[src/regfile.sv]
// integer register file
`timescale 1ns/1ps
`default_nettype none

module regfile (
	input  logic        clk,
	input  logic        rst,
	input  logic [4:0]  rs1_addr,
	input  logic [4:0]  rs2_addr,
	output logic [63:0] rs1_data,
	output logic [63:0] rs2_data,
	input  logic        wr_en,
	input  logic [4:0]  wr_addr,
	input  logic [63:0] wr_data
);
	logic [63:0] regs [32];

	always_ff @(posedge clk) begin
		if (rst) begin
			for (int i = 0; i < 32; i++) begin
				regs[i] <= '0;
			end
		end else if (wr_en && wr_addr != 5'd0) begin
			regs[wr_addr] <= wr_data;   // x0 never written
		end
	end

	assign rs1_data = (rs1_addr == 5'd0) ? '0 : regs[rs1_addr];
	assign rs2_data = (rs2_addr == 5'd0) ? '0 : regs[rs2_addr];

endmodule

`default_nettype wire

[config.mk]
export PLATFORM = sky130hd
export DESIGN_NAME = regfile
export DESIGN_NICKNAME = d
export VERILOG_FILES = /design/src/regfile.sv
export SDC_FILE = /design/constraint.sdc
export NUM_CORES = 2
export LEC_CHECK = 0
export BUFFER_PORTS_ARGS = -buffer_cell sky130_fd_sc_hd__buf_2
export CAP_MARGIN = 5
export CORE_MARGIN = 2
export CORE_UTILIZATION = 60
export CTS_CLUSTER_SIZE = 20
export DETAILED_ROUTE_END_ITERATION = 16
export PLACE_DENSITY_LB_ADDON = 0.08
export REMOVE_ABC_BUFFERS = 1
export SETUP_SLACK_MARGIN = 0.4
export SLEW_MARGIN = 20
export SYNTH_ARGS = -nofsm -noshare
export SYNTH_HDL_FRONTEND = slang
export SYNTH_SLANG_ARGS = --single-unit
[constraint.sdc]
create_clock -name clk -period 7.2 [get_ports clk]
set_input_delay 0.72 -clock clk [delete_from_list [all_inputs] [get_ports clk]]
set_output_delay 0.72 -clock clk [all_outputs]
set_load 0.02 [all_outputs]
Yosys cells after proc, flatten, opt, wreduce, memory -nomap -nowiden
Memories as Yosys holds them, arrays and structs flattened.
Cells that the tools add are included.
{"block": "word_totals", "reg_bits": 0, "memories": 1, "mem_bits_rw": 2048}
{"name": "regs", "words": 32, "word_bits": 64, "rd": 2, "rd_ports_with_merged_regs": 0, "wr": 32, "line_no": "16", "rtl": "logic [63:0] regs [32];"}
{"block": "op_classes", "muxes": 10, "reduce_logical": 5}
{"operator": "$mux W64", "n": 3}
{"operator": "$reduce_or A64 Y1", "n": 1}
{"operator": "$logic_not A5 Y1", "n": 2}
{"operator": "$mux W1", "n": 6}
{"operator": "$mux W5", "n": 1}
{"operator": "$reduce_bool A5 Y1", "n": 1}
{"operator": "$logic_and A1 B1 Y1", "n": 1}

Longest topological paths before layout
{"block": "depth", "ltp_word": 7, "mapped_depth": 10, "mapped_depth_nobuf": 5}

Least setup slack after synthesis
Ideal clock, no wire load.
{"block": "synth_timing", "kind": "in2out", "start": "input rs1_addr[0]", "end": "output rs1_data[42]", "stages": 9, "t_arrival_ns": 2.865, "required_time_ns": 6.480, "slack_ns": 3.615, "path_cell_list": "buf_4 -> buf_6 -> buf_6 -> buf_6 -> buf_8 -> mux2i_1 -> o22ai_1 -> a211oi_1 -> a2111oi_0"}
{"block": "synth_between", "elab_chain_len": 2, "elab_cells_between_ends": 3, "cone_classes": "1 x mux; 1 x reduce/logical; 1 x memory"}
{"item": "start, declared", "line_no": "8", "rtl": "input logic [4:0] rs1_addr,"}
{"item": "$mem_v2 Z32 W64 or $logic_not A5 Y1 (tied branches)"}
{"item": "$mux W64 (*)", "line_no": "28", "rtl": "assign rs1_data = (rs1_addr == 5'd0) ? '0 : regs[rs1_addr];"}
{"item": "end, declared", "line_no": "10", "rtl": "output logic [63:0] rs1_data,"}
Every way passes the cells marked *; elsewhere a longest branch is shown, timed or not.

Worst setup path after layout
{"block": "layout_timing", "start": "input rs2_addr[2]", "end": "output rs2_data[53]"}
{"block": "layout_between", "elab_chain_len": 2, "elab_cells_between_ends": 3, "cone_classes": "1 x mux; 1 x reduce/logical; 1 x memory"}
{"item": "start, declared", "line_no": "9", "rtl": "input logic [4:0] rs2_addr,"}
{"item": "$mem_v2 Z32 W64 or $logic_not A5 Y1 (tied branches)"}
{"item": "$mux W64 (*)", "line_no": "29", "rtl": "assign rs2_data = (rs2_addr == 5'd0) ? '0 : regs[rs2_addr];"}
{"item": "end, declared", "line_no": "11", "rtl": "output logic [63:0] rs2_data,"}
Marks and branches as above.

==> metrics.cfg <==
[sta]
max_freq_ghz = 0.207
slew_viol_final = 0
worst_slack_ns = 2.38
rsz0062_at_grt = no
worstMarginPinSlew_ns = 1.32
timing.setup.tns_ns = 0
finalHoldViolations = 0
finalSetupViolations = 0
final.min_clock_period_ns = 4.82
slew_headroom_pct = 10.9
finalCritPeriodShare_pct = 67.0

[cts]
cts_buffer_depth = 3
cts.htree.levels = 4
clk_pin_slew_ns = 0.06
postCtsHoldBufs = 0
post-cts-setup-buffers = 0
clkSinkCount = 2048
cts_buffers = 212
post_cts_resized = 0
cts_tree = built
cts_root_buf = clkbuf_16

[global_route]
grtUsageTotal_pct = 40.0
gr-total-overflow = 0
grt_max_degree = 135
grt_pass1_vias = 68400
antenna_found_initial = 33
grt_pass1_wl_um = 514000

[setup_path]
max_stage_delay_ns = 0.95
crit_path_end_kind = output pin
cp.arrival_ns = 4.10
path_cells = buf_2 -> inv_2 -> nor2_4 -> buf_4 -> a32oi_1 -> o2111ai_1 -> buf_2
critical_path_buf_inv_count = 4
cp_slowest_cell = nor2_4
crit_end = rs2_data[53]
critPathRequiredTime_ns = 6.48
crit_fanout = 17
crit_top_cell = buf_2
cp_top_family = buffers and inverters
path_depth = 7
startpoint_type = input port
critPathLaunch = rs2_addr[2]
crit_type = input port to output pin

[worst_hold_path]
hold-path-cell-count = 1
hold_path.class = input port to register

[synthesis]
yosys_warnings = 0
async_reset_ff_share_pct = 0
synth_cell_type_count = 44
yosysSeqAreaShare_pct = 56.8
netlist_instances = 7055
synth_top_cell_by_area = edfxtp_1
post-synth-top-area-fraction_pct = 56.8
synth_edf_count = 2048
avgSynthCellArea_um2 = 15.3
synth-seq-cells = 2048
synthTopCellsByCount = edfxtp_1, and2_1, mux4_2
synth_area_leaders = edfxtp_1, mux4_2, and2_1
synth_ff_type = edfxtp_1
synthesis.area_um2 = 108000
synth_most_common_cell = edfxtp_1

[cells_and_area]
top_regs = regs: 2048 flops
layout-drive-gt1-share_pct = 25.2
areaGrowthSynthToFinish_pct = 9.05
final_nets = 7015
largest_register_ffs = 2048
largest-register = regs
n_fill_cell = 12500

[floorplanning]
rows = 155
fp.dieH_um = 429
dieArea_um2 = 184000
coreArea_um2 = 179000
die_x_um = 429
initial_core_util_pct = 60.5
io_pins = 210

[detailed_routing]
drt_iter0_markers = 11900
via_per_inst = 7.34
antenna_left = 0
dr.pass1.iters = 5
via_count = 69600
drc = 0
wl_per_cell_um = 38.8
drt-total-wl_um = 368000

[placement]
dpl.hpwl_um = 203000
numPortBuffers = 209
preCtsSetupSlack_ns = 2.42
gp_congestion = 0.864

[pwr]
powerDensity_nw_per_um2 = 242
irDropWorstVdd_v = 0.000265
p_leak_nw = 41.1

[outcome]
status = completed

[run]
cap_violations = 0

where the power goes:
part	internal, mW	switching (mW)	leakage, nW
clock network	6.22	4.76	3.31
registers	13.8	0.339	19.5
logic	1.40	2.12	18.3
total	21.4	7.21	41.1
layout by cell type, fill, tap and decap left out, types with 20 or more instances in the layout:
cell / Yosys / routed
and2_1: 1986 / 1985
nor2_1: 57 / 20
mux2_2: 122 / 122
nand3_1: 22 / 21
bufinv_16: 0 / 21
mux2i_1: 363 / 363
diode_2: 0 / 23
o22ai_1: 100 / 100
a21oi_1: 49 / 49
buf_4: 36 / 159
a21o_1: 42 / 42
clkbuf_16: 0 / 216
clkinv_2: 0 / 39
clkinv_1: 1 / 52
o221ai_1: 54 / 54
conb_1: 1 / 64
o2111ai_1: 30 / 30
nor2_4: 0 / 36
buf_12: 0 / 23
and3_1: 31 / 31
a32oi_1: 30 / 30
or2_4: 0 / 32
edfxtp_1: 2048 / 2048
nand2_1: 108 / 105
a221oi_1: 58 / 58
a22oi_1: 74 / 74
buf_2: 107 / 200
a22o_1: 30 / 30
mux4_2: 906 / 906
clkbuf_1: 575 / 49
o211ai_1: 30 / 30
layout make-up:
type | count | area [um2] | area share (%)
antenna | 23 | 57.6 | 0.0488
clock buffer | 265 | 5590 | 4.73
clock inverter | 126 | 1180 | 1.00
inverter | 2 | 8.76 | 0.00742
multi-input combinational | 4278 | 44000 | 37.3
sequential | 2048 | 61500 | 52.1
tap | 2355 | 2950 | 2.50
timing repair buffer | 391 | 2790 | 2.36
per-layer routing:
metal	up-vias	wire length, um	global-route usage (%)
met1	35700	129000	54.2
met3	1080	50600	10.9
met2	5818	167000	60.0
li1	27000	-	-
met4	14	21200	20.2
met5	-	90	0
cell families after synthesis:
group / share of synthesized area [%]
DFF: 56.8
other: 0.00346
buffers and inverters: 3.17
AOI/OAI and AO/OA: 3.75
and+or+nand+nor: 12.8
muxes: 23.5
worst min-delay path by stage:
stage / start / endpoint
4_1_cts: rst / regs[0][52]$_SDFFCE_PN0P_
3_5_place_dp: rst / regs[0][63]$_SDFFCE_PN0P_
3_3_place_gp: rst / regs[0][63]$_SDFFCE_PN0P_
6_report: rst / regs[0][55]$_SDFFCE_PN0P_
5_1_grt: rst / regs[0][0]$_SDFFCE_PN0P_
2_1_floorplan: rst / regs[0][0]$_SDFFCE_PN0P_
metrics by stage:
stage	cell area, um2	util [%]	cells	total power, mW	hold slack (ns)
3_3_place_gp	111000	62.2	9072	17.7	1.14
5_1_grt	118000	66.0	9472	29.2	0.255
6_report	118000	66.0	9488	28.6	0.290
4_1_cts	118000	66.0	9464	28.5	0.245
3_5_place_dp	111000	62.2	9073	17.8	1.14
2_1_floorplan	105000	-	6328	16.1	0.832
Note: power is estimated with default switching activity, not from simulation.
