File: config.mk
export PLATFORM = sky130hd
export DESIGN_NAME = inst_queue
export DESIGN_NICKNAME = d
export VERILOG_FILES = /design/src/rv_core_pkg.sv /design/src/inst_queue.sv
export SDC_FILE = /design/constraint.sdc
export NUM_CORES = 1
export LEC_CHECK = 0
export BUFFER_PORTS_ARGS = -buffer_cell sky130_fd_sc_hd__clkbuf_2
export CELL_PAD_IN_SITES_DETAIL_PLACEMENT = 2
export CELL_PAD_IN_SITES_GLOBAL_PLACEMENT = 2
export CORE_MARGIN = 4
export CORE_UTILIZATION = 45
export DETAILED_ROUTE_END_ITERATION = 10
export GPL_TIMING_DRIVEN = 1
export PLACE_DENSITY_LB_ADDON = 0.1
export REMOVE_ABC_BUFFERS = 1
export SLEW_MARGIN = 30
export SYNTH_ARGS = -nofsm -noshare
export SYNTH_HDL_FRONTEND = slang
export SYNTH_SLANG_ARGS = --single-unit
File: constraint.sdc
create_clock -name clk -period 3.8 [get_ports clk]
set_input_delay 0.38 -clock clk [delete_from_list [all_inputs] [get_ports clk]]
set_output_delay 0.38 -clock clk [all_outputs]
set_load 0.01 [all_outputs]
File: src/rv_core_pkg.sv
// rv64i core slice definitions
`default_nettype none

package rv_core_pkg;

	localparam int XLEN = 64;

	localparam logic [6:0] OPC_LOAD = 7'b0000011, OPC_STORE = 7'b0100011,
		OPC_OP_IMM = 7'b0010011, OPC_OP_IMM32 = 7'b0011011,
		OPC_OP = 7'b0110011, OPC_OP32 = 7'b0111011,
		OPC_LUI = 7'b0110111, OPC_AUIPC = 7'b0010111,
		OPC_BRANCH = 7'b1100011, OPC_JAL = 7'b1101111, OPC_JALR = 7'b1100111;

	// arithmetic group, shared by OP and OP_IMM
	localparam logic [2:0] F3_ADD_SUB = 3'b000, F3_SLL = 3'b001, F3_SLT = 3'b010,
		F3_SLTU = 3'b011, F3_XOR = 3'b100, F3_SR = 3'b101, F3_OR = 3'b110, F3_AND = 3'b111;
	localparam logic [2:0] F3_BEQ = 3'b000, F3_BNE = 3'b001, F3_BLT = 3'b100,
		F3_BGE = 3'b101, F3_BLTU = 3'b110, F3_BGEU = 3'b111;
	localparam logic [2:0] F3_LB = 3'b000, F3_LH = 3'b001, F3_LW = 3'b010, F3_LD = 3'b011,
		F3_LBU = 3'b100, F3_LHU = 3'b101, F3_LWU = 3'b110;
	localparam logic [2:0] F3_SB = 3'b000, F3_SH = 3'b001, F3_SW = 3'b010, F3_SD = 3'b011;

	typedef enum logic [4:0] {
		ALU_ZERO, ALU_ADD, ALU_SUB, ALU_SLL, ALU_SLT, ALU_SLTU,
		ALU_XOR, ALU_SRL, ALU_SRA, ALU_OR, ALU_AND, ALU_LUI,
		ALU_ADDW, ALU_SUBW, ALU_SLLW, ALU_SRLW, ALU_SRAW,
		ALU_BEQ, ALU_BNE, ALU_BLT, ALU_BGE, ALU_BLTU, ALU_BGEU
	} alu_op_e;

	typedef struct packed {
		logic [XLEN-1:0] pc;
		logic [31:0]     inst;
	} fetch_pkt_t;

	typedef struct packed {
		logic            rs1_r_ena;
		logic [4:0]      rs1_r_addr;
		logic            rs2_r_ena;
		logic [4:0]      rs2_r_addr;
		logic            rd_w_ena;
		logic [4:0]      rd_w_addr;
		alu_op_e         alu_op;
		logic [XLEN-1:0] op1;
		logic [XLEN-1:0] op2;
		logic            branch;
		logic [XLEN-1:0] b_offset;
		logic [1:0]      jump;          // [1] jal, [0] jalr
		logic [XLEN-1:0] j_offset;
		logic            mem_r_ena;
		logic            mem_w_ena;
		logic            mem_to_reg;
		logic [7:0]      byte_enable;
		logic            mem_ext_un;
	} dec_t;

	typedef struct packed {
		logic [XLEN-1:0] pc;
		logic [31:0]     inst;
		logic            rd_wr;
		logic [4:0]      rd;
		logic [XLEN-1:0] result;
		logic            taken;
		logic [XLEN-1:0] next_pc;
		logic            mem_r_ena;
		logic            mem_w_ena;
		logic [XLEN-1:0] mem_addr;
		logic [XLEN-1:0] store_data;
		logic [7:0]      byte_enable;
		logic            mem_ext_un;
	} retire_t;

endpackage

`default_nettype wire

File: src/inst_queue.sv
// instruction packet queue
`timescale 1ns/1ps
`default_nettype none

module inst_queue #(
	parameter int DEPTH = 4
) (
	input  logic                   clk,
	input  logic                   rst,
	input  logic                   push,
	input  rv_core_pkg::fetch_pkt_t push_pkt,
	input  logic                   pop,
	output rv_core_pkg::fetch_pkt_t head,
	output logic                   not_empty,
	output logic                   credit
);
	import rv_core_pkg::*;

	localparam int AW = (DEPTH > 1) ? $clog2(DEPTH) : 1;
	localparam int CW = AW + 1;

	fetch_pkt_t    slots [DEPTH];
	logic [AW-1:0] wr_ptr;
	logic [AW-1:0] rd_ptr;
	logic [CW-1:0] count;

	// wraps at DEPTH, not only at powers of two
	function automatic logic [AW-1:0] next_ptr(input logic [AW-1:0] p);
		return (p == AW'(DEPTH - 1)) ? '0 : p + 1'b1;
	endfunction

	always_ff @(posedge clk) begin
		if (rst) begin
			wr_ptr <= '0;
			rd_ptr <= '0;
			count <= '0;
			credit <= 1'b0;
		end else begin
			if (push)
				wr_ptr <= next_ptr(wr_ptr);
			if (pop)
				rd_ptr <= next_ptr(rd_ptr);
			count <= count + CW'(push) - CW'(pop);
			credit <= pop;   // one credit back per pop
		end
	end

	always_ff @(posedge clk) begin
		if (push)
			slots[wr_ptr] <= push_pkt;
	end

	assign head = slots[rd_ptr];
	assign not_empty = (count != '0);

endmodule

`default_nettype wire

Yosys cells after proc, flatten, opt, wreduce, memory -nomap -nowiden
Memories as Yosys holds them, arrays and structs flattened. A register that Yosys moved wholly into a read port is not among the register bits. Index checks and enable logic that the tools add are counted.

Bits in writable memories: 384. Memories: 1. Register bits after elaboration: 8.

Mux-type cells: 6. Equal/unequal tests: 2. Reductions and logical operators: 1. Add/subtract/negate cells: 4.

Memories: slots (words 4, width 96, read ports 1, clocked after memory_dff 1, write ports 1, line inst_queue.sv:22) `fetch_pkt_t slots [DEPTH];`.

Operators with widths (count): 2-bit 2-to-1 mux (4); 2-bit by 1-bit adder with 2-bit output, second input constant (2); 2-bit equality test, second input constant (2); 3-bit by 1-bit adder with 3-bit output (1); 3-bit nonzero test (1); 3-bit by 1-bit subtractor with 3-bit output (1); 1-bit 2-to-1 mux (2).

Depth between registers and ports, before layout
Depth after elaboration: 4. Gate-level depth with buffers: 8. Mapped depth without buffers: 8.

Worst setup path before layout
OpenSTA, ideal clock, no wires.

Path kind: flip-flop to flip-flop. From: register wr_ptr[0]. To: memory slots[0][0] (netlist name) (enable). Slack: 0.575 ns. Data arrival time: 2.760 ns. Path buffers: 0. Cell stages (with the launch flop): 4. Clock period less this slack: 3.225 ns. Path through: dfxtp_1 -> inv_1 -> ha_1 -> and2_1.

RTL lines: start: declaration (line inst_queue.sv:23) `logic [AW-1:0] wr_ptr;`; start signal: assignment (line inst_queue.sv:40) `wr_ptr <= next_ptr(wr_ptr);`; end: declaration (line inst_queue.sv:22).

Straight into the memory's write port.

==> flow_metrics.tcl <==
set metrics [dict create \
    synth_edf_count 384 \
    cts-buffers-inserted 41 \
    via_count 6495 \
    areaGrowthSynthToFinish_pct 18.6 \
    grt_max_degree 58 \
    totalPowerFinal_uw 9420 \
    row_count 65 \
    die_x_um 186 \
    ys_warn_count 0 \
    timing.rr.end "slots[0][81]" \
    timing.critical_path.buf_inv 2 \
    timing.reg2reg.setup_slack_ns 1.61 \
    cts_tree "done" \
    grtUsageTotal_pct 18.9 \
    synth.cell_area_um2 14300 \
    cts_hold_buffers 0 \
    synth_common_cells "384 x edfxtp_1, 96 x mux4_2, 11 x buf_2" \
    via_per_inst 5.39 \
    antenna_found_initial 4 \
    path_max_fanout 49 \
    cp-endpoint "head[86]" \
    yosys-top-cells-area "edfxtp_1 80%, mux4_2 15%, dfxtp_1 1.4%" \
    clkTransAtPathRegs_ns 0.06 \
    synth_cells 545 \
    period_needed_ns 2.74 \
    final_util_pct 54.0 \
    synth-seq-cells 394 \
    fmax_mhz 365 \
    grt_pass1_vias 7548 \
    ys_seq_area_share_pct 81.9 \
    clockBufferDepth 3 \
    synth_top_area_share_pct 80.5 \
    h-tree-depth 2 \
    leakage_uw 0.00574 \
    cap_violations 0 \
    crit_arrival_ns 2.36 \
    relSlewSlack_pct 38.8 \
    drtAntennaViolNets 0 \
    dp_slack_ns 1.56 \
    status "completed" \
    path_cells "buf_12 -> mux4_2 -> clkbuf_2" \
    tightestPinTransition_ns 0.918 \
    grt_pass1_wl_mm 50.2 \
    clockRootBuffer "clkbuf_16" \
    postRouteWirelength_mm 32.7 \
    dpl.hpwl_mm 20.9 \
    ff2ff_path_depth 4 \
    worst-path-stages 3 \
    finalSetupTns_ns 0 \
    slew_violations 0 \
    skew_ns 0.00800 \
    io_pins 198 \
    clkSinkCount 394 \
    cpPeakStageDelay_ns 0.83 \
    dpl.cell_count 1132 \
    rsz0062_at_grt "no" \
    drt-wirelength-per-cell_um 27.1 \
    synth_flop_cell "edfxtp_1" \
    cts.repair.resized 0 \
    fin_crit_sh_pct 72.0 \
    first_pass_iters 4 \
    instances_no_fill 1205 \
    yosys.cell_count.top_type "edfxtp_1" \
    async_flop_share_pct 0 \
    finalNetCount 881 \
    postLayoutSetupSlackWorst_ns 1.06 \
    synth_top_area_cell "edfxtp_1" \
    floorplan.initialDensity_pct 45.5 \
    syn_avg_cell_area_um2 26.3 \
    cp-end-kind "output port" \
    portBuffers 197 \
    core_um2 31500 \
    post-cts-setup-buffers 0 \
    gr-total-overflow 0 \
    power_density_nw_per_um2 554 \
    crit_type "flip-flop to output port" \
    rr_startpoint "wr_ptr[0]" \
    drc_errors 0 \
    setup_viol 0 \
    crit_path_top_delay_cell "dfxtp_4" \
    ir_worst_vdd_mv 0.355 \
    place.gp.congestion 0.691 \
    yosysUniqueCellTypes 20 \
    hold_depth 1 \
    drt_iter0_drc 490 \
    hp-class "input pin to flip-flop" \
    critPathTopFamily "flip-flops" \
    clock_latency_ns 0.51 \
    critPathRequiredTime_ns 3.42 \
    drive_above_1_share_pct 45.0 \
    dieArea_um2 34800 \
    worst_setup_path_start_kind "flip-flop" \
    die_h_um 186 \
    hold_path.startpoint "push_pkt[73]" \
    finalHoldViolations 0 \
]
placed cells by master, fill, tap and decap left out:
cell and instances:
clkbuf_1 9, clkinvlp_4 1, nor2_1 4, edfxtp_1 384, clkinv_1 13, xnor3_1 1, diode_2 1, mux4_2 96
ha_1 7, mux2i_1 2, fa_1 1, a21oi_1 2, nor2b_1 2, dfxtp_1 8, or3_1 1, clkbuf_2 197
buf_12 5, or3b_2 2, clkbuf_16 41, and2_4 4, inv_1 5, clkinv_2 7, bufinv_16 1, nand2b_1 2
buf_4 5, dfxtp_4 2
per-layer routing:
layer / vias up / GRT usage, % / part of all wire (%)
met1: 3430 / 24.1 / 40
met2: 203 / 32.7 / 52
met5: - / 0 / 0.14
met4: 6 / 4.52 / 1.8
met3: 49 / 5.24 / 6.5
li1: 2807 / - / -
metrics by stage:
| step | area, µm² | hold WS, ns |
|---|---|---|
| floorplan | 14200 | 0.447 |
| global placement | 15800 | 0.505 |
| detailed placement | 15800 | 0.552 |
| CTS | 17000 | 0.0573 |
| global route | 17000 | 0.0654 |
| finish | 17000 | 0.0840 |
worst min path at each step:
stage / end / slack [ns]
6_report: slots[3][73] / 0.08
5_1_grt: slots[0][49] / 0.07
4_1_cts: slots[0][14] / 0.06
3_5_place_dp: wr_ptr[0] / 0.55
3_3_place_gp: wr_ptr[0] / 0.51
2_1_floorplan: count[1] / 0.45
registers in the layout, indices dropped and copies added, names as in the netlist, named ones only:
register  cells
slots       384
credit        1
rd_ptr        2
count         3
wr_ptr        2
cell families (layout without fill, tap and decap cells):
family          after synthesis  count (layout)  share of synthesized area [%]
simple gates                 15              15                          0.620
mux                          98              98                           15.2
compound gates                2               2                         0.0699
buf+inv                      27             284                           1.28
flops                       394             394                           81.9
other cells                   0               1                              0
xor+xnor                      1               1                          0.157
fa+ha+maj                     8               8                          0.751
cell type report:
cell class | instances | area [µm²]
clock inverter | 22 | 121
timing repair buffer | 207 | 1120
antenna | 1 | 2.50
fill | 2577 | 14500
multi-input combinational | 124 | 2420
clock buffer | 50 | 1060
sequential | 394 | 11700
inverter | 5 | 18.8
tap | 402 | 503
power breakdown:
group | internal (µW) | leakage [µW] | switching (µW) | total, µW
clock network | 2040 | 0.000578 | 1540 | 3580
logic | 366 | 0.00155 | 439 | 805
registers | 4960 | 0.00361 | 74.3 | 5040
total | 7370 | 0.00574 | 2050 | 9420
worst reg2reg max path, delay by kind of cell (launching register included):
family	cells	cell delay, ns
flip-flops	1	0.35
AND/OR/NAND/NOR	1	0.74
adder cells (fa/ha/maj)	1	0.17
buffers and inverters	2	0.59
(Power assumes the default switching activity.)
