`src/rv_core_pkg.sv`:
```
// rv64i core slice definitions
`default_nettype none

package rv_core_pkg;

	localparam int XLEN = 64;

	localparam logic [6:0] OPC_LOAD = 7'b0000011, OPC_STORE = 7'b0100011,
		OPC_OP_IMM = 7'b0010011, OPC_OP_IMM32 = 7'b0011011,
		OPC_OP = 7'b0110011, OPC_OP32 = 7'b0111011,
		OPC_LUI = 7'b0110111, OPC_AUIPC = 7'b0010111,
		OPC_BRANCH = 7'b1100011, OPC_JAL = 7'b1101111, OPC_JALR = 7'b1100111;

	// arithmetic group, shared by OP and OP_IMM
	localparam logic [2:0] F3_ADD_SUB = 3'b000, F3_SLL = 3'b001, F3_SLT = 3'b010,
		F3_SLTU = 3'b011, F3_XOR = 3'b100, F3_SR = 3'b101, F3_OR = 3'b110, F3_AND = 3'b111;
	localparam logic [2:0] F3_BEQ = 3'b000, F3_BNE = 3'b001, F3_BLT = 3'b100,
		F3_BGE = 3'b101, F3_BLTU = 3'b110, F3_BGEU = 3'b111;
	localparam logic [2:0] F3_LB = 3'b000, F3_LH = 3'b001, F3_LW = 3'b010, F3_LD = 3'b011,
		F3_LBU = 3'b100, F3_LHU = 3'b101, F3_LWU = 3'b110;
	localparam logic [2:0] F3_SB = 3'b000, F3_SH = 3'b001, F3_SW = 3'b010, F3_SD = 3'b011;

	typedef enum logic [4:0] {
		ALU_ZERO, ALU_ADD, ALU_SUB, ALU_SLL, ALU_SLT, ALU_SLTU,
		ALU_XOR, ALU_SRL, ALU_SRA, ALU_OR, ALU_AND, ALU_LUI,
		ALU_ADDW, ALU_SUBW, ALU_SLLW, ALU_SRLW, ALU_SRAW,
		ALU_BEQ, ALU_BNE, ALU_BLT, ALU_BGE, ALU_BLTU, ALU_BGEU
	} alu_op_e;

	typedef struct packed {
		logic [XLEN-1:0] pc;
		logic [31:0]     inst;
	} fetch_pkt_t;

	typedef struct packed {
		logic            rs1_r_ena;
		logic [4:0]      rs1_r_addr;
		logic            rs2_r_ena;
		logic [4:0]      rs2_r_addr;
		logic            rd_w_ena;
		logic [4:0]      rd_w_addr;
		alu_op_e         alu_op;
		logic [XLEN-1:0] op1;
		logic [XLEN-1:0] op2;
		logic            branch;
		logic [XLEN-1:0] b_offset;
		logic [1:0]      jump;          // [1] jal, [0] jalr
		logic [XLEN-1:0] j_offset;
		logic            mem_r_ena;
		logic            mem_w_ena;
		logic            mem_to_reg;
		logic [7:0]      byte_enable;
		logic            mem_ext_un;
	} dec_t;

	typedef struct packed {
		logic [XLEN-1:0] pc;
		logic [31:0]     inst;
		logic            rd_wr;
		logic [4:0]      rd;
		logic [XLEN-1:0] result;
		logic            taken;
		logic [XLEN-1:0] next_pc;
		logic            mem_r_ena;
		logic            mem_w_ena;
		logic [XLEN-1:0] mem_addr;
		logic [XLEN-1:0] store_data;
		logic [7:0]      byte_enable;
		logic            mem_ext_un;
	} retire_t;

endpackage

`default_nettype wire

```
`src/exe_stage.sv`:
```
// alu and branch resolution
`timescale 1ns/1ps
`default_nettype none

module exe_stage (
	input  logic [63:0]          pc,
	input  logic [31:0]          inst,
	input  rv_core_pkg::dec_t    dec,
	input  logic [63:0]          rs1_data,
	input  logic [63:0]          rs2_data,
	output rv_core_pkg::retire_t rec
);
	import rv_core_pkg::*;

	logic [XLEN-1:0] op1;
	logic [XLEN-1:0] op2;
	logic [XLEN-1:0] alu_res;
	logic [XLEN-1:0] jalr_sum;
	logic [XLEN-1:0] next_pc;
	logic            cmp;
	logic            br_taken;

	function automatic logic [XLEN-1:0] sext_w(input logic [31:0] v);
		return {{32{v[31]}}, v};
	endfunction

	assign op1 = dec.op1;
	assign op2 = dec.op2;

	always_comb begin
		alu_res = '0;
		cmp = 1'b0;
		case (dec.alu_op)
			ALU_ADD: alu_res = op1 + op2;
			ALU_SUB: alu_res = op1 - op2;
			ALU_SLL: alu_res = op1 << op2[5:0];
			ALU_SLT: alu_res = {63'b0, $signed(op1) < $signed(op2)};
			ALU_SLTU: alu_res = {63'b0, op1 < op2};
			ALU_XOR: alu_res = op1 ^ op2;
			ALU_SRL: alu_res = op1 >> op2[5:0];
			ALU_SRA: alu_res = $signed(op1) >>> op2[5:0];
			ALU_OR: alu_res = op1 | op2;
			ALU_AND: alu_res = op1 & op2;
			ALU_LUI: alu_res = op2;
			ALU_ADDW: alu_res = sext_w(op1[31:0] + op2[31:0]);
			ALU_SUBW: alu_res = sext_w(op1[31:0] - op2[31:0]);
			ALU_SLLW: alu_res = sext_w(op1[31:0] << op2[4:0]);
			ALU_SRLW: alu_res = sext_w(op1[31:0] >> op2[4:0]);
			ALU_SRAW: alu_res = sext_w($signed(op1[31:0]) >>> op2[4:0]);
			ALU_BEQ: cmp = (op1 == op2);
			ALU_BNE: cmp = (op1 != op2);
			ALU_BLT: cmp = ($signed(op1) < $signed(op2));
			ALU_BGE: cmp = ($signed(op1) >= $signed(op2));
			ALU_BLTU: cmp = (op1 < op2);
			ALU_BGEU: cmp = (op1 >= op2);
			default: alu_res = '0;
		endcase
	end

	assign br_taken = dec.branch && cmp;
	assign jalr_sum = rs1_data + dec.j_offset;

	always_comb begin
		if (dec.jump[1])
			next_pc = pc + dec.j_offset;
		else if (dec.jump[0])
			next_pc = {jalr_sum[XLEN-1:1], 1'b0};
		else if (br_taken)
			next_pc = pc + dec.b_offset;
		else
			next_pc = pc + 64'd4;
	end

	always_comb begin
		rec.pc = pc;
		rec.inst = inst;
		rec.rd_wr = dec.rd_w_ena && !dec.mem_to_reg;   // loads retire without a write
		rec.rd = dec.rd_w_addr;
		rec.result = (dec.branch || dec.mem_w_ena) ? '0 : alu_res;
		rec.taken = br_taken || (dec.jump != 2'b00);
		rec.next_pc = next_pc;
		rec.mem_r_ena = dec.mem_r_ena;
		rec.mem_w_ena = dec.mem_w_ena;
		rec.mem_addr = alu_res;
		rec.store_data = rs2_data;
		rec.byte_enable = dec.byte_enable;
		rec.mem_ext_un = dec.mem_ext_un;
	end

endmodule

`default_nettype wire

```
`config.mk`:
```
export PLATFORM = sky130hd
export DESIGN_NAME = exe_stage
export DESIGN_NICKNAME = d
export VERILOG_FILES = /design/src/rv_core_pkg.sv /design/src/exe_stage.sv
export SDC_FILE = /design/constraint.sdc
export NUM_CORES = 2
export LEC_CHECK = 0
export CAP_MARGIN = 20
export CORE_AREA = 2 2 355 357
export DETAILED_ROUTE_END_ITERATION = 10
export DIE_AREA = 0 0 357 359
export DONT_BUFFER_PORTS = 1
export GPL_TIMING_DRIVEN = 0
export MAX_ROUTING_LAYER = met4
export SLEW_MARGIN = 20
export SYNTH_ARGS = -nofsm -noshare
export SYNTH_HDL_FRONTEND = slang
export SYNTH_SLANG_ARGS = --single-unit
```
`constraint.sdc`:
```
create_clock -name vclk -period 6.08
set_input_delay 0.304 -clock vclk [all_inputs]
set_output_delay 0.304 -clock vclk [all_outputs]
set_load 0.1 [all_outputs]
```
After elaboration in Yosys (flattened, before gate mapping) --
Index checks and enable logic that the tools add are counted.
Operators by class: add/subtract/negate cells 8, order comparisons 4, eq/ne operators 24, shift-type cells 6, muxes and demuxes 6, bitwise operators 3, reductions and logical operators 6
Operator list (number):
- $pmux W64 S16 | 1
- $add A64 B64 Y64 | 4
- $mux W64 | 4
- $ge A64 B64 Y1 | 2
- $lt A64 B64 Y1 | 2
- $add A64 B3 Y64 const B | 1
- $and A64 B64 Y64 | 1
- $eq A64 B64 Y1 | 1
- $ne A64 B64 Y1 | 1
- $or A64 B64 Y64 | 1
- $shl A64 B6 Y64 | 1
- $shr A64 B6 Y64 | 1
- $sshr A64 B6 Y64 | 1
- $sub A64 B64 Y64 | 1
- $xor A64 B64 Y64 | 1
- $eq A5 B4 Y1 const B | 8
- $eq A5 B5 Y1 const B | 7
- $add A32 B32 Y32 | 1
- $shl A32 B5 Y32 | 1
- $shr A32 B5 Y32 | 1
- $sshr A32 B5 Y32 | 1
- $sub A32 B32 Y32 | 1
- $eq A5 B3 Y1 const B | 4
- $eq A5 B2 Y1 const B | 2
- other kinds (6) | 8
Word-level totals: register bits 0, bits of input ports 518, output and inout port bits 370, word-level logic and storage cells 57

Longest topological paths before layout --
word-level depth 6, depth in mapped cells 23, mapped depth without buffers 17

Worst setup path after synthesis --
Ideal clock, no wire load.
path kind input -> output, start point in dec[145] (netlist name), end point out rec[259] (netlist name), arrival 8368 ps, required time 5776 ps, path slack -2592 ps, stages on the path 20, path buffers 7, cells stage by stage clkbuf_1 > inv_1 > clkbuf_1 > buf_1 > clkbuf_1 > buf_1 > buf_2 > ha_1 > clkbuf_1 > nor2b_1 > a2111oi_2 > o21ai_1 > o211a_1 > a2111oi_0 > o41a_1 > a221oi_2 > o211ai_1 > xnor2_1 > o21ai_0 > nor2b_1
RTL lines:
- from (decl) | RTL line exe_stage.sv:8 | input rv_core_pkg::dec_t dec,
- to (decl) | RTL line exe_stage.sv:11 | output rv_core_pkg::retire_t rec

==> run_results.csv <==
group,metric,value,unit
sta,setup_viol,21,
sta,drv_slew,0,
place,hpwl,228000,um
yosys,syn_inst,5482,
cells_and_area,n_fill_cell,13700,
sta,setup_ws,-301,ps
die,pin_count,888,
global_route,grt_start_max_net_pins,20,
sta,worstMarginPinSlew,1290,ps
sta,finalCritPeriodShare,105,%
drt,drc,0,
drt,drt_iter0_markers,6037,
status,violations,"negative setup slack",
drt,detail-route-antenna-nets,0,
job,max_cap_viol_count,0,
cells_and_area,fin_area,41400,um^2
drt,wl_per_cell,37.7,um
die,dieWidth,357,um
critical_path,critPathMaxFanout,10,
global_route,grt_pass1_vias,45300,
yosys,ys_seq_area_share,0,%
cells_and_area,clkbuf_count,0,
yosys,yosys.area.top_type,"ha_1",
die,die-area,128000,um^2
die,core-area,125000,um^2
yosys,syn_avg_cell_area,6.54,um^2
yosys,yosys.area.top_type_share,13.3,%
yosys,synth_warnings,0,
global_route,antenna_found_initial,29,
global_route,grt_pass1_wl,365000,um
cells_and_area,register_area,0,um^2
drt,finalWirelength,272000,um
worst_hold_path,hp-class,"in2out",
cells_and_area,seq_cells,0,
yosys,netlist_top_cells_area,"ha_1, a21oi_1, nor2_1",
drt,vias,47800,
status,outcome,"finished, violations left",
yosys,synthesis.area,35900,um^2
die,die_height,359,um
critical_path,critical_path_class,"in2out",
critical_path,worst_setup_path_end_kind,"primary output",
critical_path,startpoint_type,"input port",
cells_and_area,multiInputGateArea,34300,um^2
drt,viasPerCell,6.63,
die,initial_utilization,28.8,%
cells_and_area,areaGrowthSynthToFinish,15.5,%
sta,fmax,157,MHz
critical_path,path_cells,"clkbuf_8 > inv_8 > buf_12 > clkbuf_1 > clkbuf_1 > buf_1 > a21oi_1 > o22ai_1 > a21oi_1 > o2111ai_4 > nor2b_4",
drt,dr.pass1.iters,8,
die,placementRows,130,
sta,holdWs,785,ps
worst_hold_path,min_path_cells,1,
yosys,synth_cell_types,97,
cells_and_area,fin_nets,6441,
sta,rsz0062_at_grt,"true",
yosys,synth.net_count,6387,
clocking,postCtsHoldBufs,0,
sta,slew_headroom,13.0,%
critical_path,required,5780,ps
global_route,grt_use_total,41.1,%
critical_path,critical_path.max_stage_delay,900,ps
sta,fin_crit,6380,ps
critical_path,cp_slowest_cell,"clkbuf_1",
global_route,overflow,0,
place,globalplace.congestion,1.08,
place,port_buffers,0,
place,dpl_cell_area,40000,um^2
critical_path,arrival,6080,ps
sta,hold_viol,0,
cells_and_area,drive_gt1_share,13.8,%
## cell usage in the layout, fill, tap and decap left out, types with 78 or more instances in the layout
cell type / count
inv_1: 255
xnor2_1: 171
mux2i_1: 132
a211oi_1: 105
nand2_1: 446
o21ai_0: 343
nor3_1: 78
xor2_1: 93
a21o_1: 164
nand3_1: 103
buf_4: 209
clkbuf_1: 242
nor2_1: 623
o21bai_1: 84
mux4_2: 84
ha_1: 377
a21oi_1: 576
nand4_1: 88
## cells by family (layout without fill, tap and decap cells)
family,count (synthesis),after routing,share of synthesized area [%]
AO/OA/AOI/OAI,2059,2059,37.4
XOR/XNOR,265,265,6.47
adder cells (fa/ha/maj),387,387,13.6
buffers and inverters,809,861,10.6
multiplexers,240,240,9.71
other,0,30,0
AND/OR/NAND/NOR,1722,1722,22.2
## Yosys cell counts, types with 37 or more instances
library cell and number:
xnor2_1 172, a22oi_1 53, o31ai_1 37, a21oi_1 625, a211oi_1 119, nor2b_1 89, mux4_2 84, clkbuf_1 287
nand3_1 112, inv_1 259, o21ai_0 364, o22ai_1 60, buf_4 180, a21o_1 164, a221oi_1 68, nor2_1 630
nor3_1 84, buf_1 44, mux2i_1 133, nand2b_1 43, nand2_1 453, a31oi_1 65, o21bai_1 84, xor2_1 93
o211ai_1 75, and3_1 41, ha_1 382, nand4_1 88
## critical path, delay by kind of cell
family          cells  cell delay, ps
compound gates      4            2170
simple gates        1             680
buf+inv             6            2860
## per-stage QoR
stage | worst slack, ps | util [%] | std cells | setup TNS [ps]
final | -301 | 33.2 | 7214 | -1950
after global routing | -39.8 | 33.2 | 7210 | -67.2
after CTS | 7.56 | 32.9 | 7173 | 0
after detailed placement | -2370 | 32.1 | 7159 | -218130
after global placement | -3540 | 30.8 | 7132 | -363360
after floorplan | -310 | - | 5482 | -650
## final cells by class
type | instances | share of cell area, %
multi-input combinational | 4673 | 82.8
buffer | 541 | 7.85
tap | 1650 | 4.98
inverter | 263 | 2.46
timing repair buffer | 57 | 1.69
antenna | 30 | 0.181
## routing by layer
metal | wire [um] | GRT usage (%)
met1 | 98200 | 45.5
met2 | 123000 | 65.9
met3 | 28200 | 10.3
met4 | 22300 | 25.8
met5 | 0 | -
## path summary, 6_finish.rpt
kind	from	slack [ps]	endpoint
setup / recovery	dec[146]	-300	rec[244]
hold / removal	dec[9]	780	rec[273]
## what timing repair did
action                     CTS  global route
buffers inserted            18            13
pin swaps                   26            17
setup endpoints to repair  168            50
gates resized for setup    161            64
