$ cat src/rv_core_pkg.sv
// rv64i core slice definitions
`default_nettype none

package rv_core_pkg;

	localparam int XLEN = 64;

	localparam logic [6:0] OPC_LOAD = 7'b0000011, OPC_STORE = 7'b0100011,
		OPC_OP_IMM = 7'b0010011, OPC_OP_IMM32 = 7'b0011011,
		OPC_OP = 7'b0110011, OPC_OP32 = 7'b0111011,
		OPC_LUI = 7'b0110111, OPC_AUIPC = 7'b0010111,
		OPC_BRANCH = 7'b1100011, OPC_JAL = 7'b1101111, OPC_JALR = 7'b1100111;

	// arithmetic group, shared by OP and OP_IMM
	localparam logic [2:0] F3_ADD_SUB = 3'b000, F3_SLL = 3'b001, F3_SLT = 3'b010,
		F3_SLTU = 3'b011, F3_XOR = 3'b100, F3_SR = 3'b101, F3_OR = 3'b110, F3_AND = 3'b111;
	localparam logic [2:0] F3_BEQ = 3'b000, F3_BNE = 3'b001, F3_BLT = 3'b100,
		F3_BGE = 3'b101, F3_BLTU = 3'b110, F3_BGEU = 3'b111;
	localparam logic [2:0] F3_LB = 3'b000, F3_LH = 3'b001, F3_LW = 3'b010, F3_LD = 3'b011,
		F3_LBU = 3'b100, F3_LHU = 3'b101, F3_LWU = 3'b110;
	localparam logic [2:0] F3_SB = 3'b000, F3_SH = 3'b001, F3_SW = 3'b010, F3_SD = 3'b011;

	typedef enum logic [4:0] {
		ALU_ZERO, ALU_ADD, ALU_SUB, ALU_SLL, ALU_SLT, ALU_SLTU,
		ALU_XOR, ALU_SRL, ALU_SRA, ALU_OR, ALU_AND, ALU_LUI,
		ALU_ADDW, ALU_SUBW, ALU_SLLW, ALU_SRLW, ALU_SRAW,
		ALU_BEQ, ALU_BNE, ALU_BLT, ALU_BGE, ALU_BLTU, ALU_BGEU
	} alu_op_e;

	typedef struct packed {
		logic [XLEN-1:0] pc;
		logic [31:0]     inst;
	} fetch_pkt_t;

	typedef struct packed {
		logic            rs1_r_ena;
		logic [4:0]      rs1_r_addr;
		logic            rs2_r_ena;
		logic [4:0]      rs2_r_addr;
		logic            rd_w_ena;
		logic [4:0]      rd_w_addr;
		alu_op_e         alu_op;
		logic [XLEN-1:0] op1;
		logic [XLEN-1:0] op2;
		logic            branch;
		logic [XLEN-1:0] b_offset;
		logic [1:0]      jump;          // [1] jal, [0] jalr
		logic [XLEN-1:0] j_offset;
		logic            mem_r_ena;
		logic            mem_w_ena;
		logic            mem_to_reg;
		logic [7:0]      byte_enable;
		logic            mem_ext_un;
	} dec_t;

	typedef struct packed {
		logic [XLEN-1:0] pc;
		logic [31:0]     inst;
		logic            rd_wr;
		logic [4:0]      rd;
		logic [XLEN-1:0] result;
		logic            taken;
		logic [XLEN-1:0] next_pc;
		logic            mem_r_ena;
		logic            mem_w_ena;
		logic [XLEN-1:0] mem_addr;
		logic [XLEN-1:0] store_data;
		logic [7:0]      byte_enable;
		logic            mem_ext_un;
	} retire_t;

endpackage

`default_nettype wire

$ cat src/id_stage.sv
// rv64i instruction decoder
`timescale 1ns/1ps
`default_nettype none

module id_stage (
	input  logic [31:0]      inst,
	input  logic [63:0]      pc,
	input  logic [63:0]      rs1_data,
	input  logic [63:0]      rs2_data,
	output rv_core_pkg::dec_t dec
);
	import rv_core_pkg::*;

	logic [6:0]      opcode;
	logic [2:0]      funct3;
	logic [XLEN-1:0] imm_i;
	logic [XLEN-1:0] imm_s;
	logic [XLEN-1:0] imm_b;
	logic [XLEN-1:0] imm_u;
	logic [XLEN-1:0] imm_j;

	assign opcode = inst[6:0];
	assign funct3 = inst[14:12];
	assign imm_i = {{52{inst[31]}}, inst[31:20]};
	assign imm_s = {{52{inst[31]}}, inst[31:25], inst[11:7]};
	assign imm_b = {{52{inst[31]}}, inst[7], inst[30:25], inst[11:8], 1'b0};
	assign imm_u = {{32{inst[31]}}, inst[31:12], 12'b0};
	assign imm_j = {{44{inst[31]}}, inst[19:12], inst[20], inst[30:21], 1'b0};

	always_comb begin
		dec = '0;   // unknown opcode leaves everything off
		case (opcode)
			OPC_OP_IMM, OPC_OP_IMM32: begin
				dec.rs1_r_ena = 1'b1;
				dec.rd_w_ena = 1'b1;
				dec.op1 = rs1_data;
				dec.op2 = imm_i;
				case (funct3)
					F3_ADD_SUB: dec.alu_op = (opcode == OPC_OP_IMM) ? ALU_ADD : ALU_ADDW;
					F3_SLL: begin
						dec.alu_op = (opcode == OPC_OP_IMM) ? ALU_SLL : ALU_SLLW;
						dec.op2 = {58'b0, inst[25:20]};
					end
					F3_SR: begin
						if (opcode == OPC_OP_IMM)
							dec.alu_op = inst[30] ? ALU_SRA : ALU_SRL;
						else
							dec.alu_op = inst[30] ? ALU_SRAW : ALU_SRLW;
						dec.op2 = {58'b0, inst[25:20]};
					end
					F3_SLT: dec.alu_op = (opcode == OPC_OP_IMM) ? ALU_SLT : ALU_ZERO;
					F3_SLTU: dec.alu_op = (opcode == OPC_OP_IMM) ? ALU_SLTU : ALU_ZERO;
					F3_XOR: dec.alu_op = (opcode == OPC_OP_IMM) ? ALU_XOR : ALU_ZERO;
					F3_OR: dec.alu_op = (opcode == OPC_OP_IMM) ? ALU_OR : ALU_ZERO;
					F3_AND: dec.alu_op = (opcode == OPC_OP_IMM) ? ALU_AND : ALU_ZERO;
					default: dec.alu_op = ALU_ZERO;
				endcase
			end
			OPC_OP, OPC_OP32: begin
				dec.rs1_r_ena = 1'b1;
				dec.rs2_r_ena = 1'b1;
				dec.rd_w_ena = 1'b1;
				dec.op1 = rs1_data;
				dec.op2 = rs2_data;
				case (funct3)
					F3_ADD_SUB: begin
						if (opcode == OPC_OP)
							dec.alu_op = inst[30] ? ALU_SUB : ALU_ADD;
						else
							dec.alu_op = inst[30] ? ALU_SUBW : ALU_ADDW;
					end
					F3_SLL: dec.alu_op = (opcode == OPC_OP) ? ALU_SLL : ALU_SLLW;
					F3_SR: begin
						if (opcode == OPC_OP)
							dec.alu_op = inst[30] ? ALU_SRA : ALU_SRL;
						else
							dec.alu_op = inst[30] ? ALU_SRAW : ALU_SRLW;
					end
					F3_SLT: dec.alu_op = (opcode == OPC_OP) ? ALU_SLT : ALU_ZERO;
					F3_SLTU: dec.alu_op = (opcode == OPC_OP) ? ALU_SLTU : ALU_ZERO;
					F3_XOR: dec.alu_op = (opcode == OPC_OP) ? ALU_XOR : ALU_ZERO;
					F3_OR: dec.alu_op = (opcode == OPC_OP) ? ALU_OR : ALU_ZERO;
					F3_AND: dec.alu_op = (opcode == OPC_OP) ? ALU_AND : ALU_ZERO;
					default: dec.alu_op = ALU_ZERO;
				endcase
			end
			OPC_LUI: begin
				dec.rd_w_ena = 1'b1;
				dec.op2 = imm_u;
				dec.alu_op = ALU_LUI;
			end
			OPC_AUIPC: begin
				dec.rd_w_ena = 1'b1;
				dec.op1 = pc;
				dec.op2 = imm_u;
				dec.alu_op = ALU_ADD;
			end
			OPC_BRANCH: begin
				dec.rs1_r_ena = 1'b1;
				dec.rs2_r_ena = 1'b1;
				dec.op1 = rs1_data;
				dec.op2 = rs2_data;
				dec.branch = 1'b1;
				dec.b_offset = imm_b;
				case (funct3)
					F3_BEQ: dec.alu_op = ALU_BEQ;
					F3_BNE: dec.alu_op = ALU_BNE;
					F3_BLT: dec.alu_op = ALU_BLT;
					F3_BGE: dec.alu_op = ALU_BGE;
					F3_BLTU: dec.alu_op = ALU_BLTU;
					F3_BGEU: dec.alu_op = ALU_BGEU;
					default: dec.alu_op = ALU_ZERO;
				endcase
			end
			OPC_JAL, OPC_JALR: begin
				dec.rs1_r_ena = (opcode == OPC_JALR);   // jalr target from rs1
				dec.rd_w_ena = 1'b1;
				dec.op1 = pc;   // link value
				dec.op2 = 64'd4;
				dec.alu_op = ALU_ADD;
				dec.jump = (opcode == OPC_JAL) ? 2'b10 : 2'b01;
				dec.j_offset = (opcode == OPC_JAL) ? imm_j : imm_i;
			end
			OPC_LOAD: begin
				dec.rs1_r_ena = 1'b1;
				dec.rd_w_ena = 1'b1;
				dec.op1 = rs1_data;
				dec.op2 = imm_i;
				dec.alu_op = ALU_ADD;
				dec.mem_r_ena = 1'b1;
				dec.mem_to_reg = 1'b1;
				dec.mem_ext_un = (funct3 == F3_LBU) || (funct3 == F3_LHU) || (funct3 == F3_LWU);
				case (funct3)
					F3_LB, F3_LBU: dec.byte_enable = 8'h01;
					F3_LH, F3_LHU: dec.byte_enable = 8'h03;
					F3_LW, F3_LWU: dec.byte_enable = 8'h0f;
					F3_LD: dec.byte_enable = 8'hff;
					default: dec.byte_enable = 8'h00;
				endcase
			end
			OPC_STORE: begin
				dec.rs1_r_ena = 1'b1;
				dec.rs2_r_ena = 1'b1;
				dec.op1 = rs1_data;
				dec.op2 = imm_s;
				dec.alu_op = ALU_ADD;
				dec.mem_w_ena = 1'b1;
				case (funct3)
					F3_SB: dec.byte_enable = 8'h01;
					F3_SH: dec.byte_enable = 8'h03;
					F3_SW: dec.byte_enable = 8'h0f;
					F3_SD: dec.byte_enable = 8'hff;
					default: dec.byte_enable = 8'h00;
				endcase
			end
			default: dec = '0;
		endcase
		// addresses only where the port is used
		dec.rs1_r_addr = dec.rs1_r_ena ? inst[19:15] : 5'd0;
		dec.rs2_r_addr = dec.rs2_r_ena ? inst[24:20] : 5'd0;
		dec.rd_w_addr = dec.rd_w_ena ? inst[11:7] : 5'd0;
	end

endmodule

`default_nettype wire

$ cat config.mk
export PLATFORM = sky130hd
export DESIGN_NAME = id_stage
export DESIGN_NICKNAME = d
export VERILOG_FILES = /design/src/rv_core_pkg.sv /design/src/id_stage.sv
export SDC_FILE = /design/constraint.sdc
export NUM_CORES = 1
export LEC_CHECK = 0
export ABC_AREA = 1
export ABC_CLOCK_PERIOD_IN_PS = 7360
export BUFFER_PORTS_ARGS = -buffer_cell sky130_fd_sc_hd__buf_2
export CAP_MARGIN = 20
export CORE_AREA = 2 2 200 202
export DETAILED_ROUTE_END_ITERATION = 6
export DIE_AREA = 0 0 202 204
export PLACE_DENSITY = 0.37
export SKIP_LAST_GASP = 1
export SLEW_MARGIN = 30
export SYNTH_ARGS = -nofsm -noshare
export SYNTH_HDL_FRONTEND = slang
export SYNTH_SLANG_ARGS = --single-unit
$ cat constraint.sdc
create_clock -name vclk -period 7.36
set_input_delay 0.368 -clock vclk [all_inputs]
set_output_delay 0.368 -clock vclk [all_outputs]
set_load 0.01 [all_outputs]
== Word-level counts from Yosys, hierarchy flattened ==
Index checks and enable logic that the tools add are counted.

* Mux-type cells: 43
* Equal/unequal tests: 18
* Reductions and logical operators: 16

{| class="wikitable"
|+ Operators by type and width
! operator !! number
|-
| case mux 64 bit (6 select lines) || 1
|-
| case mux 64 bit (2 select lines) || 1
|-
| case mux 5 bit (8 select lines) || 2
|-
| 2-to-1 mux 66 bit || 1
|-
| 2-to-1 mux 65 bit || 1
|-
| 2-to-1 mux 64 bit || 1
|-
| case mux 8 bit (4 select lines) || 2
|-
| 2-to-1 mux 4 bit || 9
|-
| 2-to-1 mux 5 bit || 6
|-
| case mux 5 bit (6 select lines) || 1
|-
| equality test 7 x 6 -> 1 bit, second input constant || 4
|-
| case mux 5 bit (5 select lines) || 1
|-
| equality test 7 x 5 -> 1 bit, second input constant || 3
|-
| equality test 7 bit, second input constant || 3
|-
| 2-to-1 mux 20 bit || 1
|-
| 2-to-1 mux 3 bit || 6
|-
| case mux 8 bit (2 select lines) || 1
|-
| OR reduction 2 bit || 7
|-
| equality test 3 bit, second input constant || 4
|-
| OR reduction 9 bit || 1
|-
| equality test 7 x 2 -> 1 bit, second input constant || 1
|-
| OR reduction 7 bit || 1
|-
| equality test 3 x 2 -> 1 bit, second input constant || 2
|-
| 2-to-1 mux 1 bit || 6
|-
| 8 further kinds || 11
|}

* Logic and storage cells: 77
* Flip-flop bits (word level): 0
* Input bits: 224

== Longest topological paths before layout ==
* Word-level depth: 4
* Depth in mapped cells: 12
* Gate-level depth less buffers: 11

== Worst setup path before layout ==
Ideal clock, no wire load.

* Path kind: input-to-output
* Start: input inst[1]
* End: output dec[100] (netlist name)
* Cell stages on the path: 8
* Arrival: 3162 ps
* Slack: 3830 ps
* Buffers on the path: 2
* Required time: 6992 ps
* Cell sequence: nand2_1 -> inv_1 -> nand2_1 -> nor2_4 -> inv_2 -> clkbuf_1 -> nor2_1 -> buf_4

{| class="wikitable"
|+ RTL lines
! element !! RTL line !! source
|-
| start: declaration || id_stage.sv:6 || <nowiki>input logic [31:0] inst,</nowiki>
|-
| end: declaration || id_stage.sv:10 || <nowiki>output rv_core_pkg::dec_t dec</nowiki>
|}

==> flow_summary_export.csv <==
group,metric,value,unit
synth,synth.largest_area_cell,"nand2_1",
hold_path,hold_end,"dec[258]",
route,drt_pass1_iterations,5,
timing,fin_crit,3.54,ns
synth,synth_top_family_by_area,"simple AND/OR/NAND/NOR gates",
floorplan,dieArea,41200,um^2
timing,fmax,283,MHz
timing,post-route-period-util,0.481,
clocking,cts-resized-gates,0,
synth,synth_nets,910,
flow_run,cap_viol_max_count,0,
timing,grt_setup_unrepaired,"false",
hold_path,holdPathStages,4,
timing,layout_setup_ws,3.82,ns
floorplan,dieHeight,204,um
cells_and_area,syn2layout_area_growth,72.6,%
global_routing,grt_start_max_net_pins,66,
place,pre_cts_ws,3.66,ns
timing,finalHoldViolCount,0,
route,wl_per_cell,14.1,um
route,viasPerCell,3.40,
cells_and_area,final_area,5620,um^2
timing,maxSlewViolCount,0,
clocking,cts_setup_buffers,0,
floorplan,die_width,202,um
synth,yosys.area_share.simple,0.531,
critical_path,arrival,3.17,ns
route,drt_iter0_markers,404,
timing,hold_slack,1.01,ns
synth,synthTopCellsByArea,"nand2_1 39%, buf_4 24%, nor2_1 6.2%",
status,run_status,"completed",
synth,synthAdderAreaFrac,0.0115,
synth,syn_area_per_cell,4.77,um^2
route,via_count,5438,
critical_path,critPathMaxFanout,65,
cells_and_area,final_nets,1304,
floorplan,start_util,0.0831,
critical_path,startpoint_type,"input pin",
synth,synth_xor_area_frac,0,
place,place_congestion,0.830,
route,drc,0,
synth,synthTopCellsByCount,"340 x nand2_1, 104 x buf_4, 54 x nor2_1, 50 x inv_1, 26 x nand3_1",
pwr,power_density,28.8,nW/um^2
route,postRouteAntennaNets,0,
cells_and_area,antenna_cells,0,
cells_and_area,clkbuf_count,0,
synth,synth_cell_types,24,
floorplan,rows,73,
route,wl,22.5,mm
pwr,max-vdd-ir-drop,0.0134,mV
synth,synthesis.area,3260,um^2
global_routing,grt_pass1_wl,30.4,mm
synth,synth_most_common_cell,"nand2_1",
synth,synth_compound_area_frac,0.103,
global_routing,antenna_found_initial,1,
pwr,leakagePower,4.26,nW
timing,tightestPinTransition,0.784,ns
cells_and_area,ff_latch_area,0,um^2
place,portBuffers,517,
synth,yosysSeqAreaShare,0,
global_routing,grt_pass1_vias,4802,
cells_and_area,seq_cells,0,
place,post-dp-hpwl,19.3,mm
timing,finalSetupViolCount,0,
floorplan,core_area,39200,um^2
hold_path,min-delay-start,"rs1_data[51]",
critical_path,crit_type,"in2out",
global_routing,grt.overflow.total,0,
synth,synth_top_area_share,0.392,
global_routing,grt_usage,0.0966,
critical_path,endpoint_kind,"primary output",
cells_and_area,layout-drive-gt1-share,0.511,
place,dpl_cell_area,5620,um^2
timing,fin_tns_setup,0,ns
critical_path,crit_required,6.99,ns
timing,max-slew-margin-rel,0.478,
hold_path,hold_path_class,"in2out",
synth,yosysWarnings,0,
synth,syn_inst,683,
synth,muxShareOfSynthArea,0,
floorplan,ioPinCount,518,
clocking,cts_hold_buf,0,
## report_power, final
part           internal [W]  leakage [nW]  switching (W)
registers                 0             0              0
logic             0.0000710          4.26      0.0000909
clock network             0             0              0
total             0.0000710          4.26      0.0000909
## critical path, cell delays in order
cell	delay (ns)
buf_2	0.07
nand2_1	0.13
inv_1	0.13
nand2_1	0.13
nor2_4	0.19
inv_2	0.19
nand2_2	0.09
buf_4	0.55
inv_2	0.09
nand2_2	0.09
buf_4	0.53
nor2_2	0.26
nor2_1	0.16
buf_2	0.15
## cells in the final DEF (no fill, tap or decap)
cell type,Yosys,layout
buf_2,15,517
nand2_1,340,338
nor2_1,54,51
inv_1,50,50
nand3_1,26,26
a22oi_1,22,22
o21ai_0,19,19
nand2_2,12,14
a21oi_1,9,9
buf_4,104,6
inv_2,5,5
nor2_2,2,3
nor2_4,1,3
ha_1,3,3
nor3_1,2,2
o21ai_1,1,1
o21ai_2,1,1
nand4_1,1,1
o21bai_1,1,1
nor4_1,1,1
o211ai_1,1,1
conb_1,1,1
## worst max-delay path by stage
stage	endpoint	cells after the start	start	slack, ns
2_1_floorplan	dec[100]	8	inst[1]	3.83
3_3_place_gp	dec[291]	14	inst[1]	3.70
3_5_place_dp	dec[290]	14	inst[1]	3.66
4_1_cts	dec[290]	14	inst[1]	3.66
5_1_grt	dec[288]	14	inst[1]	3.44
6_report	dec[290]	14	inst[1]	3.82
## cell families after synthesis
logic type / count (synthesis)
AO/OA/AOI/OAI: 54
adder cells (fa/ha/maj): 3
buffers and inverters: 186
other: 1
AND/OR/NAND/NOR: 439
## per-layer routing
| layer | up-vias | track usage | share of wire | wire (um) |
|---|---|---|---|---|
| met1 | 2376 | 0.120 | 0.40 | 8980 |
| met5 | - | 0 | 0 | 0 |
| met2 | 284 | 0.179 | 0.51 | 11400 |
| met4 | 0 | 0.0192 | 0.021 | 476 |
| li1 | 2762 | - | - | - |
| met3 | 16 | 0.0102 | 0.074 | 1660 |
## layout make-up
cell class	count	area [um^2]
Tap cell	525	657
Multi-Input combinational cell	497	2130
Fill cell	4697	33600
Timing Repair Buffer	523	2630
Inverter	55	206
## metrics by stage
| stage | power [W] | std cells | util |
|---|---|---|---|
| finish | 0.000162 | 1600 | 0.144 |
| global route | 0.000179 | 1600 | 0.144 |
| CTS | 0.000164 | 1600 | 0.143 |
| detailed placement | 0.000164 | 1600 | 0.143 |
| global placement | 0.000166 | 1600 | 0.143 |
| floorplan | 0.0000619 | 683 | - |
No activity file was read; power rests on OpenSTA's default activity.
